### config.mk
export PLATFORM = sky130hd
export DESIGN_NAME = dac_spi_top
export DESIGN_NICKNAME = d
export VERILOG_FILES = /design/src/rtl/dac_pkg.sv /design/src/rtl/dac_spi_shifter.sv /design/src/rtl/dac_cmd_decoder.sv /design/src/rtl/dac_channel_regs.sv /design/src/rtl/dac_spi_top.sv
export VERILOG_INCLUDE_DIRS = /design/src /design/src/rtl
export SDC_FILE = /design/constraint.sdc
export NUM_CORES = 1
export LEC_CHECK = 0
export BUFFER_PORTS_ARGS = -buffer_cell sky130_fd_sc_hd__buf_2
export CELL_PAD_IN_SITES_DETAIL_PLACEMENT = 1
export CELL_PAD_IN_SITES_GLOBAL_PLACEMENT = 1
export CORE_AREA = 3 3 114 116
export CTS_BUF_LIST = sky130_fd_sc_hd__clkbuf_2
export CTS_CLUSTER_SIZE = 25
export DETAILED_ROUTE_END_ITERATION = 8
export DIE_AREA = 0 0 117 119
export GPL_ROUTABILITY_DRIVEN = 0
export PLACE_DENSITY_LB_ADDON = 0.1
export SLEW_MARGIN = 5
export SYNTH_ARGS = -nofsm -noshare
export SYNTH_HDL_FRONTEND = slang
export SYNTH_SLANG_ARGS = --single-unit
### constraint.sdc
create_clock -name SPI_SCK -period 4.9 [get_ports SPI_SCK]
set_clock_uncertainty 0.1 [all_clocks]
set_input_delay 0.98 -clock SPI_SCK [delete_from_list [all_inputs] [get_ports SPI_SCK]]
set_output_delay 0.98 -clock SPI_SCK [all_outputs]
set_load 0.02 [all_outputs]
### src/rtl/dac_consts.svh
`ifndef DAC_CONSTS_SVH
`define DAC_CONSTS_SVH

// Bits in one complete SPI frame
`define DAC_FRAME_BITS 32

// Field positions inside the shift word, bit 31 was shifted in first
`define DAC_CMD_MSB  23
`define DAC_CMD_LSB  20
`define DAC_ADDR_MSB 19
`define DAC_ADDR_LSB 16
`define DAC_CODE_MSB 15
`define DAC_CODE_LSB 4

// Command codes
`define DAC_CMD_WRITE         4'b0000
`define DAC_CMD_UPDATE        4'b0001
`define DAC_CMD_WRITE_UPD_ALL 4'b0010
`define DAC_CMD_WRITE_UPD     4'b0011
`define DAC_CMD_POWER_DOWN    4'b0100
`define DAC_CMD_NOP           4'b1111

// Address that selects every channel at once
`define DAC_ADDR_ALL 4'b1111

// Channel count, A to D
`define DAC_NUM_CH 4

`endif

### src/rtl/dac_pkg.sv
`include "dac_consts.svh"

package dac_pkg;

   // One converter code, as carried in the frame
   typedef logic [`DAC_CODE_MSB-`DAC_CODE_LSB:0] dac_code_t;

   // Command nibble
   typedef logic [`DAC_CMD_MSB-`DAC_CMD_LSB:0] dac_cmd_t;

   // Address nibble
   typedef logic [`DAC_ADDR_MSB-`DAC_ADDR_LSB:0] dac_addr_t;

   // Whole shift register contents
   typedef logic [`DAC_FRAME_BITS-1:0] dac_word_t;

   // Bit counter, wide enough to saturate well above one frame
   typedef logic [5:0] dac_bitcnt_t;

   // One bit per channel, bit 0 is channel A
   typedef logic [`DAC_NUM_CH-1:0] dac_ch_mask_t;

   // Shifter states
   // Idle while cs_n is high, shift while a frame runs
   typedef enum logic {
      FRAME_IDLE,
      FRAME_SHIFT
   } frame_state_e;

endpackage

### src/rtl/dac_spi_shifter.sv
`timescale 1ns/1ns

module dac_spi_shifter (
   input  logic                 SPI_SCK,
   input  logic                 arst_n,
   input  logic                 cs_n,
   input  logic                 sdi,
   output logic                 sdo,
   output logic                 frame_done,
   output dac_pkg::dac_word_t   frame_word,
   output dac_pkg::dac_bitcnt_t frame_bits
);

   // Frame tracking state
   dac_pkg::frame_state_e state;

   // Counter limit, the counter holds here on overlong frames
   localparam dac_pkg::dac_bitcnt_t BITCNT_MAX = '1;

   // Index of the word MSB
   localparam int WORD_MSB = $bits(dac_pkg::dac_word_t) - 1;

   // Frame state machine and bit counter
   always_ff @(posedge SPI_SCK or negedge arst_n) begin
      if (!arst_n) begin
         state      <= dac_pkg::FRAME_IDLE;
         frame_bits <= '0;
         frame_done <= 1'b0;
      end else begin
         // End-of-frame strobe lasts a single cycle
         frame_done <= 1'b0;
         case (state)
            dac_pkg::FRAME_IDLE: begin
               // First low sample opens a frame and counts its first bit
               if (!cs_n) begin
                  state      <= dac_pkg::FRAME_SHIFT;
                  frame_bits <= dac_pkg::dac_bitcnt_t'(1);
               end
            end
            dac_pkg::FRAME_SHIFT: begin
               if (cs_n) begin
                  // First high sample closes the frame
                  state      <= dac_pkg::FRAME_IDLE;
                  frame_done <= 1'b1;
               end else if (frame_bits != BITCNT_MAX) begin
                  frame_bits <= frame_bits + dac_pkg::dac_bitcnt_t'(1);
               end
            end
         endcase
      end
   end

   // Shift register, MSB first
   // Never cleared between frames so the old word drains out on sdo
   always_ff @(posedge SPI_SCK or negedge arst_n) begin
      if (!arst_n) begin
         frame_word <= '0;
      end else if (!cs_n) begin
         frame_word <= {frame_word[WORD_MSB-1:0], sdi};
      end
   end

   // Daisy-chain output
   // Word MSB while selected, low otherwise
   assign sdo = cs_n ? 1'b0 : frame_word[WORD_MSB];

endmodule

### src/rtl/dac_cmd_decoder.sv
`timescale 1ns/1ns

`include "dac_consts.svh"

module dac_cmd_decoder (
   input  logic                  SPI_SCK,
   input  logic                  arst_n,
   input  logic                  frame_done,
   input  dac_pkg::dac_word_t    frame_word,
   input  dac_pkg::dac_bitcnt_t  frame_bits,
   output dac_pkg::dac_ch_mask_t ch_mask,
   output dac_pkg::dac_code_t    code,
   output logic                  load_input,
   output dac_pkg::dac_ch_mask_t load_dac,
   output logic                  pwr_off,
   output logic                  frame_err,
   output logic                  cmd_err
);

   // Fields of the finished frame
   dac_pkg::dac_cmd_t     cmd;
   dac_pkg::dac_addr_t    addr;
   dac_pkg::dac_code_t    frame_code;

   // Decode results
   dac_pkg::dac_ch_mask_t addr_mask;
   logic                  addr_ok;
   logic                  cmd_ok;
   logic                  bits_ok;
   logic                  exec;

   // Next values of the registered strobes
   logic                  nxt_load_input;
   dac_pkg::dac_ch_mask_t nxt_load_dac;
   logic                  nxt_pwr_off;

   assign cmd        = frame_word[`DAC_CMD_MSB:`DAC_CMD_LSB];
   assign addr       = frame_word[`DAC_ADDR_MSB:`DAC_ADDR_LSB];
   assign frame_code = frame_word[`DAC_CODE_MSB:`DAC_CODE_LSB];

   assign bits_ok = (frame_bits == dac_pkg::dac_bitcnt_t'(`DAC_FRAME_BITS));

   // Address to channel mask
   always_comb begin
      addr_ok = 1'b1;
      case (addr)
         4'd0:          addr_mask = 4'b0001;
         4'd1:          addr_mask = 4'b0010;
         4'd2:          addr_mask = 4'b0100;
         4'd3:          addr_mask = 4'b1000;
         `DAC_ADDR_ALL: addr_mask = '1;
         default: begin
            addr_mask = '0;
            addr_ok   = 1'b0;
         end
      endcase
   end

   // Only the six known commands are accepted
   always_comb begin
      case (cmd)
         `DAC_CMD_WRITE,
         `DAC_CMD_UPDATE,
         `DAC_CMD_WRITE_UPD_ALL,
         `DAC_CMD_WRITE_UPD,
         `DAC_CMD_POWER_DOWN,
         `DAC_CMD_NOP: cmd_ok = 1'b1;
         default:      cmd_ok = 1'b0;
      endcase
   end

   // A complete, well formed frame is executed
   assign exec = frame_done && bits_ok && addr_ok && cmd_ok;

   // Strobe selection per command
   // NOP falls through with nothing set
   always_comb begin
      nxt_load_input = 1'b0;
      nxt_load_dac   = '0;
      nxt_pwr_off    = 1'b0;
      if (exec) begin
         case (cmd)
            `DAC_CMD_WRITE:      nxt_load_input = 1'b1;
            `DAC_CMD_UPDATE:     nxt_load_dac   = addr_mask;
            `DAC_CMD_POWER_DOWN: nxt_pwr_off    = 1'b1;
            `DAC_CMD_WRITE_UPD: begin
               nxt_load_input = 1'b1;
               nxt_load_dac   = addr_mask;
            end
            // Input register of the addressed channel and update of every channel
            `DAC_CMD_WRITE_UPD_ALL: begin
               nxt_load_input = 1'b1;
               nxt_load_dac   = '1;
            end
            default: ;
         endcase
      end
   end

   // Registered strobes one cycle behind frame_done
   always_ff @(posedge SPI_SCK or negedge arst_n) begin
      if (!arst_n) begin
         load_input <= 1'b0;
         load_dac   <= '0;
         pwr_off    <= 1'b0;
         frame_err  <= 1'b0;
         cmd_err    <= 1'b0;
      end else begin
         load_input <= nxt_load_input;
         load_dac   <= nxt_load_dac;
         pwr_off    <= nxt_pwr_off;
         frame_err  <= frame_done && !bits_ok;
         cmd_err    <= frame_done && bits_ok && !(addr_ok && cmd_ok);
      end
   end

   // Mask and code travel alongside the strobes
   always_ff @(posedge SPI_SCK or negedge arst_n) begin
      if (!arst_n) begin
         ch_mask <= '0;
         code    <= '0;
      end else if (frame_done) begin
         ch_mask <= addr_mask;
         code    <= frame_code;
      end
   end

endmodule

### src/rtl/dac_channel_regs.sv
`timescale 1ns/1ns

`include "dac_consts.svh"

module dac_channel_regs (
   input  logic                  SPI_SCK,
   input  logic                  arst_n,
   input  logic                  clr_n,
   input  dac_pkg::dac_ch_mask_t ch_mask,
   input  dac_pkg::dac_code_t    code,
   input  logic                  load_input,
   input  dac_pkg::dac_ch_mask_t load_dac,
   input  logic                  pwr_off,
   output dac_pkg::dac_code_t    dac_code_a,
   output dac_pkg::dac_code_t    dac_code_b,
   output dac_pkg::dac_code_t    dac_code_c,
   output dac_pkg::dac_code_t    dac_code_d,
   output dac_pkg::dac_ch_mask_t power_down
);

   // Per channel input and DAC registers, index 0 is channel A
   dac_pkg::dac_code_t    input_reg [`DAC_NUM_CH];
   dac_pkg::dac_code_t    dac_reg   [`DAC_NUM_CH];
   dac_pkg::dac_ch_mask_t pd_flags;

   // Channels whose input register takes the new code this cycle
   dac_pkg::dac_ch_mask_t wr_mask;

   assign wr_mask = load_input ? ch_mask : '0;

   // Input registers
   always_ff @(posedge SPI_SCK or negedge arst_n) begin
      if (!arst_n) begin
         for (int i = 0; i < `DAC_NUM_CH; i++) begin
            input_reg[i] <= '0;
         end
      end else begin
         for (int i = 0; i < `DAC_NUM_CH; i++) begin
            // Clear wins over any write
            if (!clr_n) begin
               input_reg[i] <= '0;
            end else if (wr_mask[i]) begin
               input_reg[i] <= code;
            end
         end
      end
   end

   // DAC registers
   always_ff @(posedge SPI_SCK or negedge arst_n) begin
      if (!arst_n) begin
         for (int i = 0; i < `DAC_NUM_CH; i++) begin
            dac_reg[i] <= '0;
         end
      end else begin
         for (int i = 0; i < `DAC_NUM_CH; i++) begin
            if (!clr_n) begin
               dac_reg[i] <= '0;
            end else if (load_dac[i]) begin
               // Write and update together bypass the input register
               if (wr_mask[i]) begin
                  dac_reg[i] <= code;
               end else begin
                  dac_reg[i] <= input_reg[i];
               end
            end
         end
      end
   end

   // Power-down flags
   // An update powers the channel back up
   always_ff @(posedge SPI_SCK or negedge arst_n) begin
      if (!arst_n) begin
         pd_flags <= '0;
      end else if (!clr_n) begin
         pd_flags <= '0;
      end else begin
         for (int i = 0; i < `DAC_NUM_CH; i++) begin
            if (load_dac[i]) begin
               pd_flags[i] <= 1'b0;
            end else if (pwr_off && ch_mask[i]) begin
               pd_flags[i] <= 1'b1;
            end
         end
      end
   end

   // Channel outputs
   assign dac_code_a = dac_reg[0];
   assign dac_code_b = dac_reg[1];
   assign dac_code_c = dac_reg[2];
   assign dac_code_d = dac_reg[3];
   assign power_down = pd_flags;

endmodule

### src/rtl/dac_spi_top.sv
`timescale 1ns/1ns

module dac_spi_top (
   input  logic                  SPI_SCK,
   input  logic                  arst_n,
   input  logic                  cs_n,
   input  logic                  sdi,
   input  logic                  clr_n,
   output logic                  sdo,
   output dac_pkg::dac_code_t    dac_code_a,
   output dac_pkg::dac_code_t    dac_code_b,
   output dac_pkg::dac_code_t    dac_code_c,
   output dac_pkg::dac_code_t    dac_code_d,
   output dac_pkg::dac_ch_mask_t power_down,
   output logic                  frame_err,
   output logic                  cmd_err
);

   // Shifter to decoder
   logic                  frame_done;
   dac_pkg::dac_word_t    frame_word;
   dac_pkg::dac_bitcnt_t  frame_bits;

   // Decoder to channel registers
   dac_pkg::dac_ch_mask_t ch_mask;
   dac_pkg::dac_code_t    code;
   logic                  load_input;
   dac_pkg::dac_ch_mask_t load_dac;
   logic                  pwr_off;

   // Serial front end
   dac_spi_shifter shifter_i (
      .SPI_SCK    (SPI_SCK),
      .arst_n     (arst_n),
      .cs_n       (cs_n),
      .sdi        (sdi),
      .sdo        (sdo),
      .frame_done (frame_done),
      .frame_word (frame_word),
      .frame_bits (frame_bits)
   );

   // Frame check and command decode
   dac_cmd_decoder decoder_i (
      .SPI_SCK    (SPI_SCK),
      .arst_n     (arst_n),
      .frame_done (frame_done),
      .frame_word (frame_word),
      .frame_bits (frame_bits),
      .ch_mask    (ch_mask),
      .code       (code),
      .load_input (load_input),
      .load_dac   (load_dac),
      .pwr_off    (pwr_off),
      .frame_err  (frame_err),
      .cmd_err    (cmd_err)
   );

   // Input and DAC register banks
   dac_channel_regs regs_i (
      .SPI_SCK    (SPI_SCK),
      .arst_n     (arst_n),
      .clr_n      (clr_n),
      .ch_mask    (ch_mask),
      .code       (code),
      .load_input (load_input),
      .load_dac   (load_dac),
      .pwr_off    (pwr_off),
      .dac_code_a (dac_code_a),
      .dac_code_b (dac_code_b),
      .dac_code_c (dac_code_c),
      .dac_code_d (dac_code_d),
      .power_down (power_down)
   );

endmodule

Word-level counts from Yosys, hierarchy flattened:

Cells that the tools add are included.

* input port bits: 5
* register bits: 164
* output and inout port bits: 55
* word-level logic and storage cells: 109

* add/sub/neg operators: 1
* muxes and demuxes: 43
* reductions and logical operators: 19
* equal/unequal tests: 22
* bitwise operators: 1

Operators with widths (number)
* $mux 12: 16
* $pmux 4 s5: 1
* $mux 1: 18
* $mux 6: 3
* $eq 4x2->1 const B: 4
* $mux 4: 3
* $ne 3x1->1 const B: 4
* $pmux 6 s2: 1
* $logic_and 1x1->1: 10
* $eq 4x1->1 const B: 2
* $eq 4x4->1 const B: 2
* $logic_not 4->1: 2
* $ne 2x1->1 const B: 4
* $pmux 4 s2: 1
* $add 6x1->6 const B: 1
* $eq 6x6->1 const B: 1
* $ne 2x2->1 const B: 3
* $ne 6x6->1 const B: 1
* $reduce_or 6->1: 1
* $reduce_or 5->1: 1
* $eq 4x3->1 const B: 1
* $reduce_and 3->1: 1
* $reduce_or 3->1: 1
* $logic_not 1->1: 2
* 2 further kinds: 2

Longest topological paths before layout:

Gate-level depths: netlist (run 1).

* depth in word-level cells: 6
* gate-level depth with buffers: 5

Cells and area by module:

Synthesis (run 1) repeated with hierarchy kept, for this count alone.

* cells, all modules: 581
* area total of the unflattened synthesis: 7091.8 µm²

Modules (own cells, without submodules)
* dac_channel_regs: area each 4451.8 µm², cells each 390, seq. area each 2502.4 µm², instances 1
* dac_spi_shifter: area each 1606.5 µm², cells each 107, seq. area each 1001.0 µm², instances 1
* dac_cmd_decoder: area each 1033.5 µm², cells each 84, seq. area each 600.6 µm², instances 1

Least setup slack after synthesis (run 1):

OpenSTA, ideal clock, no wires.

* kind: input to output
* start point: in cs_n
* end point: out sdo
* data arrival time: 1639 ps
* path buffers: 2
* path slack: 2181 ps
* stages: 3
* data required time: 3820 ps
* path through: buf_2 > buf_2 > nor2b_1

* cells in the longest elaborated chain, start to end: 1

Ends and longest elaborated chain
* from (decl): line dac_spi_top.sv:6 `input logic cs_n,`
* $mux 1: line dac_spi_shifter.sv:65 `assign sdo = cs_n ? 1'b0 : frame_word[WORD_MSB];`
* to (decl): line dac_spi_top.sv:9 `output logic sdo,`

Every way passes these cells.

Worst setup path after layout (run 1):

Ends and elaborated chain as after synthesis.

==> run metrics, run 1 <==
run status=finished, final reports clean; FFs w/ async S/R, synth=100%; placed cell areas=between 6000 and 7000 µm²; largest net degree at the start of global routing=a little under 100; Post-CTS Resized=0; number of global-route vias before repair=approximately 4200; GRT Residual Overflow=0; # clock sinks=about 160; period utilization=60.5%; fin crit period=2960 ps; count of final setup violators=0; Hold Fails Final Rpt=0; Final nets=575; initial antenna violation count=0; Port Buf Inserts=59; max incr delay on CP=around 610 ps; First-pass DRT Iterations=4; Reg2Reg Depth=2; most frequent CP cell=buf_2; worst min path class=in -> async; hold_buf cts=0; RR Startpoint=shifter_i.frame_done; CTS H-tree depth=4; critical path type=in -> out; antenna viol nets, final=0; Mapped Nets=531; Post-Route WL=13500 µm; Clk Latency, worst-skew pair=between 700 and 800 ps; first-pass GRT wire length=22600 µm; Die H=about 120 µm; worst hold margin=196 ps; post-synth top area cell=dfrtp_1; CTS tree=done; Syn Inst Count=524; RR Endpoint=decoder_i.load_dac[0]; Finished Cell Area=7010 µm²; CTS root buffer=clkbuf_2; max reg flops=48; Least-Margin Pin Slew=1180 ps; Pins Over Slew Limit=0; initial core utilization=54.0%; row cnt=40; CP Launch Type=input pin; Syn Area/Cell=roughly 12 µm²; filler instances=1269; Netlist cell types=39; Setup TNS=0 ps; critical path arrival=1880 ps; unrepaired setup endpoints after global routing=false; share of cells above drive strength 1=24.2%; Vias=4111; number of synthesized flops with an enable pin=0; Main synth FF type=dfrtp_1; slowest CP cell=buf_2; total power=2730 µW; vias per cell=roughly 5.7; maximum VDD drop=0.228 mV; Ys Warns=0; Die ar.=13900 µm²; cell with the most instances after synthesis=dfrtp_1; Ant. Diodes=0; LEAKAGE=0.00364 µW; Post-CTS Setup Inserts=0; GRT Overall Usage=21.2%; Commonest cells post-synth=164 x dfrtp_1, 101 x nor2_1, 51 x a211oi_1, 50 x mux2i_1, 45 x mux2_2; register area=4100 µm²; FF+latch count, synth=164; 1st-iter DRT viols=about 190; die extent in x=117 µm; Max FO, Critical Path=38; Detailed Place HPWL=between 9000 and 10000 µm; Finished Layout Cells=726; area of the multi-input gates=2190 µm²; synth-to-layout area growth=8.08%; dominant cells by area after synthesis=dfrtp_1 63%, mux2_2 7.8%, mux2i_1 7.7%; Max-slew headroom=21.1%; synthesized area=6490 µm²; Num CTS Buffers=17; Synth top area share=63.3%; # DRC=0; Seq/Total Area, Yosys=63.3%; core area=12000 µm²; Worst EP required=~3800 ps; drt wl/cell=18.6 µm; I/O Pins=60; Max-cap violations=0; PwrDens=~390 nW/µm²; setup slack on the worst flop-to-flop path=3010 ps; DP Cell Count=696; fmax=337 MHz; Reg clk slew, reported paths=210 ps; critical-path cell list=buf_2 > nor2b_1 > buf_2; Bufs on Longest Clock Path=2; Critical Path End Type=output port
## metrics by stage
step | worst slack, ps | utilization, %
2_1_floorplan | 2180 | -
3_3_place_gp | 1970 | 56.9
3_5_place_dp | 1930 | 56.9
4_1_cts | 1930 | 58.4
5_1_grt | 1840 | 58.4
6_report | 1940 | 58.4
## cell families (layout without fill, tap and decap cells)
group	count (synthesis)	after routing	synth area share, %
and+or+nand+nor	138	138	9.07
DFF	164	164	63.3
xor gates and xnor gates	1	1	0.135
adders and majority gates	2	2	0.386
buffers and inverters	46	101	2.97
AOI/OAI and AO/OA	78	78	8.64
muxes	95	95	15.5
## layout by cell type, fill, tap and decap left out, drive strengths merged, types with 6 or more instances in the layout
cell type | netlist | routed
a21oi | 6 | 6
clkbuf | 26 | 23
nor3 | 7 | 7
o21ai | 10 | 10
nor2 | 101 | 101
a211oi | 51 | 51
buf | 11 | 62
dfrtp | 164 | 164
mux2 | 45 | 45
nand2 | 11 | 11
mux2i | 50 | 50
inv | 9 | 9
## area by class of cell
type | instances | area share (%)
Timing Repair Buffer | 62 | 4.62
Tap cell | 147 | 2.62
Multi-Input combinational cell | 314 | 31.2
Clock buffer | 23 | 1.64
Clock inverter | 7 | 0.857
Sequential cell | 164 | 58.5
Inverter | 9 | 0.482
## critical path: cells and delay by family
family | cells | cell delay, ps
buffers and inverters | 2 | 800
AND/OR/NAND/NOR | 1 | 100
## worst max path at each step
stage | startpoint | to | slack (ps) | depth (start not counted)
floorplan | cs_n | sdo | 2180 | 3
global placement | cs_n | sdo | 1970 | 3
detailed placement | cs_n | sdo | 1930 | 3
CTS | cs_n | sdo | 1930 | 3
global route | cs_n | sdo | 1840 | 3
finish | cs_n | sdo | 1940 | 3
## where the power goes
part	internal, µW	switching [µW]
clock	184	420
combinational	189	147
sequential	1520	270
total	1900	837
## per-layer routing
metal	share of wire, %	track usage, %	vias to the layer above	routed length, µm
met4	1.3	6.45	0	173
met5	0	0	-	0
li1	-	-	1916	-
met2	50	33.3	74	6750
met3	3.7	4.62	21	504
met1	45	29.5	2100	6090
(Power assumes the default switching activity.)
==> run 2: changes to the inputs <==
ABC_AREA = 1   (was unset)
CORE_AREA = 3 3 128 130   (was 3 3 114 116)
DIE_AREA = 0 0 131 133   (was 0 0 117 119)
clock period = 2.6 ns   (was 4.9 ns; I/O delays follow)
==> run metrics, run 2 <==
run status=finished, final reports clean; worst min path class=in -> async; synth-to-layout area growth=11.2%; post-synth top area cell=dfrtp_1; Max-cap violations=0; initial core utilization=42.9%; Clk Latency, worst-skew pair=between 700 and 800 ps; FF+latch count, synth=164; CTS H-tree depth=4; Ys Warns=0; Num CTS Buffers=17; Final nets=between 700 and 800; Worst EP required=1980 ps; Ant. Diodes=0; Die H=133 µm; Mapped Nets=725; Synth top area share=between 60% and 70%; Detailed Place HPWL=10600 µm; Max FO, Critical Path=3; Syn Area/Cell=9.12 µm²; # DRC=0; commonest non-fill, non-tap cell in the layout=dfrtp_1; antenna viol nets, final=0; max incr delay on CP=540 ps; Netlist cell types=30; Hold Fails Final Rpt=0; die extent in x=131 µm; FFs w/ async S/R, synth=100%; Main synth FF type=dfrtp_1; Setup TNS=0 ps; GRT Residual Overflow=0; initial antenna violation count=0; First-pass DRT Iterations=4; CTS root buffer=clkbuf_2; Final Worst Setup Slack=roughly 480 ps; Vias=4834; largest net degree at the start of global routing=59; Post-Route WL=15400 µm; slowest CP cell=dlygate4sd3_1; fin crit period=between 2000 and 2500 ps; 1st-iter DRT viols=258; Port Buf Inserts=59; dominant cells by area after synthesis=dfrtp_1 63%, nand2_1 8.0%, o21ai_0 7.0%; Post-CTS Resized=0; GRT Overall Usage=approximately a fifth; LEAKAGE=roughly 0.0035 µW; cell family with most CP delay=buffers and inverters; most frequent CP cell=buf_2; CP Buf/Inv Count=3; # clock sinks=164; fmax=473 MHz; critical-path cell list=dlygate4sd3_1 > buf_2 > nor2_1 > buf_2; Commonest cells post-synth=164 x dfrtp_1, 139 x nand2_1, 118 x nor2_1, 91 x o21ai_0, 77 x inv_1; vias per cell=4.84; number of synthesized flops with an enable pin=0; I/O Pins=60; Critical Path End Type=output port; drt wl/cell=15.4 µm; most frequent cells in the layout=164 x dfrtp_1, 139 x nand2_1, 118 x nor2_1, 91 x o21ai_0, 77 x inv_1; synthesized area=6550 µm²; Syn Inst Count=just over 700; core area=15300 µm²; critical path arrival=about 1500 ps; period utilization=approximately four fifths; CTS tree=done; number of global-route vias before repair=5067; Reg clk slew, reported paths=240 ps; worst slack, placed=792 ps; row cnt=45; maximum VDD drop=approximately 0.24 mV; cell with the most instances after synthesis=dfrtp_1; Least-Margin Pin Slew=670 ps; count of final setup violators=0; first-pass GRT wire length=25700 µm; Die ar.=17400 µm²; Pins Over Slew Limit=0; share of cells above drive strength 1=14.2%; Seq/Total Area, Yosys=62.7%; CP Launch Type=input pin; Post-CTS Setup Inserts=0; PwrDens=a little over 600 nW/µm²; Max-slew headroom=55.3%; hold_buf cts=4; Bufs on Longest Clock Path=2; critical path type=in -> out; max reg flops=48; unrepaired setup endpoints after global routing=false
## run 2: path summary, 6_finish.rpt
path	depth (start not counted)	slack (ps)	endpoint	start
worst max-delay path	4	480	sdo	cs_n
worst min-delay path	2	170	regs_i.dac_code_a[5]	arst_n
worst max register to register	3	940	decoder_i.cmd_err	shifter_i.frame_done
worst min register to register	2	400	shifter_i.frame_word[2]	shifter_i.frame_word[1]
max in group asynchronous	3	1530	regs_i.input_reg[19]	arst_n
min in group SPI_SCK	2	400	shifter_i.frame_word[2]	shifter_i.frame_word[1]
## run 2: metal layers
layer / track usage [%] / vias up / part of all wire (%) / wire, µm
met5: 0 / - / 0 / 0
li1: - / 2366 / - / -
met1: 25.5 / 2383 / 47 / 7160
met3: 4.00 / 15 / 3.2 / 490
met2: 30.1 / 70 / 49 / 7510
met4: 6.06 / 0 / 1.4 / 218
## run 2: metrics by stage
| stage | cells | power [µW] | util (%) | hold slack, ps | area, µm² |
|---|---|---|---|---|---|
| 6_report | 999 | 4490 | 47.7 | 174 | 7280 |
| 5_1_grt | 999 | 4750 | 47.7 | 140 | 7280 |
| 4_1_cts | 999 | 4560 | 47.7 | 125 | 7280 |
| 3_3_place_gp | 964 | 3230 | 46.1 | 353 | 7030 |
| 3_5_place_dp | 964 | 3260 | 46.1 | 357 | 7030 |
| 2_1_floorplan | 718 | 3050 | - | 124 | 6550 |
## run 2: power by group
part / switching, µW / total (µW) / internal (µW)
logic: 245 / 361 / 116
registers: 165 / 2840 / 2680
clock network: 862 / 1290 / 424
## run 2: cell families (layout without fill, tap and decap cells)
group | after synthesis | count (layout) | share of synthesized area [%]
flip-flops | 164 | 164 | 62.7
AO/OA/AOI/OAI | 152 | 152 | 12.1
buffers and inverters | 116 | 186 | 7.47
adder cells (fa/ha/maj) | 2 | 2 | 0.382
AND/OR/NAND/NOR | 284 | 284 | 17.4
## run 2: worst reg2reg max path: stages, from the launching register on
cell      delay (ps)
dfrtp_1          540
inv_1            370
nor2_1           280
a21boi_0         280
## run 2: cell type report
class | instances | area [µm²]
Fill cell | 1826 | 7980
Sequential cell | 164 | 4100
Multi-Input combinational cell | 438 | 1950
Timing Repair Buffer | 72 | 434
Inverter | 83 | 312
Tap cell | 211 | 264
Clock inverter | 12 | 115
Clock buffer | 19 | 95.1
==> run 3: changes to the inputs <==
CORE_AREA = 3 3 123 125   (was 3 3 128 130)
DIE_AREA = 0 0 126 128   (was 0 0 131 133)
clock period = 2.2 ns   (was 2.6 ns; I/O delays follow)
==> run metrics, run 3 (synthesized netlist as in run 2, its figures left out) <==
die extent in x=around 130 µm; power share of the sequential group=65.4%; Least-Margin Pin Slew=500 ps; hold_buf cts=3; # DRC=0; filler instances=1673; area of the multi-input gates=1950 µm²; vias per cell=about 5.0; Port Buf Inserts=a little under 60; Max-cap violations=0; # clock sinks=164; initial core utilization=between 40 and 50%; count of final setup violators=0; drt wl/cell=15.7 µm; row cnt=43; Final nets=781; Max-slew headroom=66.6%; register area=4100 µm²; CTS root buffer=clkbuf_2; Clk Latency, worst-skew pair=710 ps; CTS tree=done; Net Switching=1440 µW; fraction of power spent switching nets=between 20% and 30%; Post-Route WL=15200 µm; run status=finished, final reports clean; Comb pwr share=8.3%; Critical Path End Type=output port; first-pass GRT wire length=26000 µm; Die ar.=16100 µm²; Post-CTS Setup Inserts=0; Final Worst Setup Slack=84.2 ps; internal power=around 3700 µW; Num CTS Buffers=17; fin util=51.5%; critical path type=in -> out; largest net degree at the start of global routing=54; Die H=128 µm; synth-to-layout area growth=9.96%; Bufs on Longest Clock Path=2; Pins Over Slew Limit=0; clock share of power=26.3%; unrepaired setup endpoints after global routing=false; number of global-route vias before repair=5172; CP Launch Type=input pin; share of cells above drive strength 1=13.9%; Setup TNS=0 ps; Vias=4832; critical path arrival=1580 ps; worst min path class=in -> async; Detailed Place HPWL=10600 µm; fin crit period=between 2000 and 2500 ps; fmax=473 MHz; initial antenna violation count=1; 1st-iter DRT viols=about 280; GRT Residual Overflow=0; max reg flops=48; Max FO, Critical Path=24; Worst EP required=1660 ps; core area=14000 µm²; maximum VDD drop=0.345 mV; period utilization=96.2%; CTS H-tree depth=4; GRT Overall Usage=20.3%; Reg clk slew, reported paths=~200 ps; PwrDens=between 700 and 800 nW/µm²; Hold Fails Final Rpt=0; commonest non-fill, non-tap cell in the layout=dfrtp_1; I/O Pins=60; Post-CTS Resized=0; First-pass DRT Iterations=4; antenna viol nets, final=0; most frequent cells in the layout=164 x dfrtp_1, 139 x nand2_1, 118 x nor2_1, 91 x o21ai_0, 77 x inv_1; worst slack, placed=422 ps; LEAKAGE=roughly 0.0035 µW
==> run 3: area by class of cell <==
class,instances,share of cell area [%]
clock inverter,8,0.869
antenna,1,0.0348
sequential,164,57.0
timing repair buffer,70,5.96
clock buffer,22,1.53
inverter,83,4.33
tap,180,3.13
multi-input combinational,438,27.1
==> run 3: metal layers <==
metal,GRT usage (%),share of wire [%],vias up
met2,34.1,50,59
li1,-,-,2372
met4,6.94,1.8,0
met1,26.5,46,2383
met3,4.17,3.0,18
met5,0,0,-
==> run 3: metrics by stage <==
stage	cell area (µm²)	power (µW)	std cells	hold WS, ps
CTS	7200	5220	965	9.57
global route	7200	5430	966	40.5
finish	7200	5140	966	83.9
floorplan	6550	3610	718	44.4
detailed placement	6990	3850	932	277
global placement	6990	3810	932	268
==> run 3: worst max-delay path, stage by stage <==
cell	delay, ps
dlygate4sd3_1	520
buf_2	350
nor2_1	90
buf_2	170
==> run 3: path summary, 6_finish.rpt <==
check,from,to,slack [ps],cells after the start
worst max-delay path,cs_n,sdo,80,4
worst min register to register,shifter_i.frame_word[24],shifter_i.frame_word[25],380,2
worst min-delay path,arst_n,regs_i.input_reg[41],80,2
worst max register to register,decoder_i.load_input,regs_i.dac_code_b[2],560,6
min in group SPI_SCK,clr_n,regs_i.power_down[3],210,4
max in group asynchronous,arst_n,shifter_i.frame_word[24],1300,3
==> run 3: power groups by stage <==
stage	combinational, µW	sequential, µW	clock (µW)
floorplan	282	3320	0
finish	428	3360	1350
CTS	437	3360	1420
detailed placement	431	3420	0
global route	509	3390	1530
global placement	403	3410	0
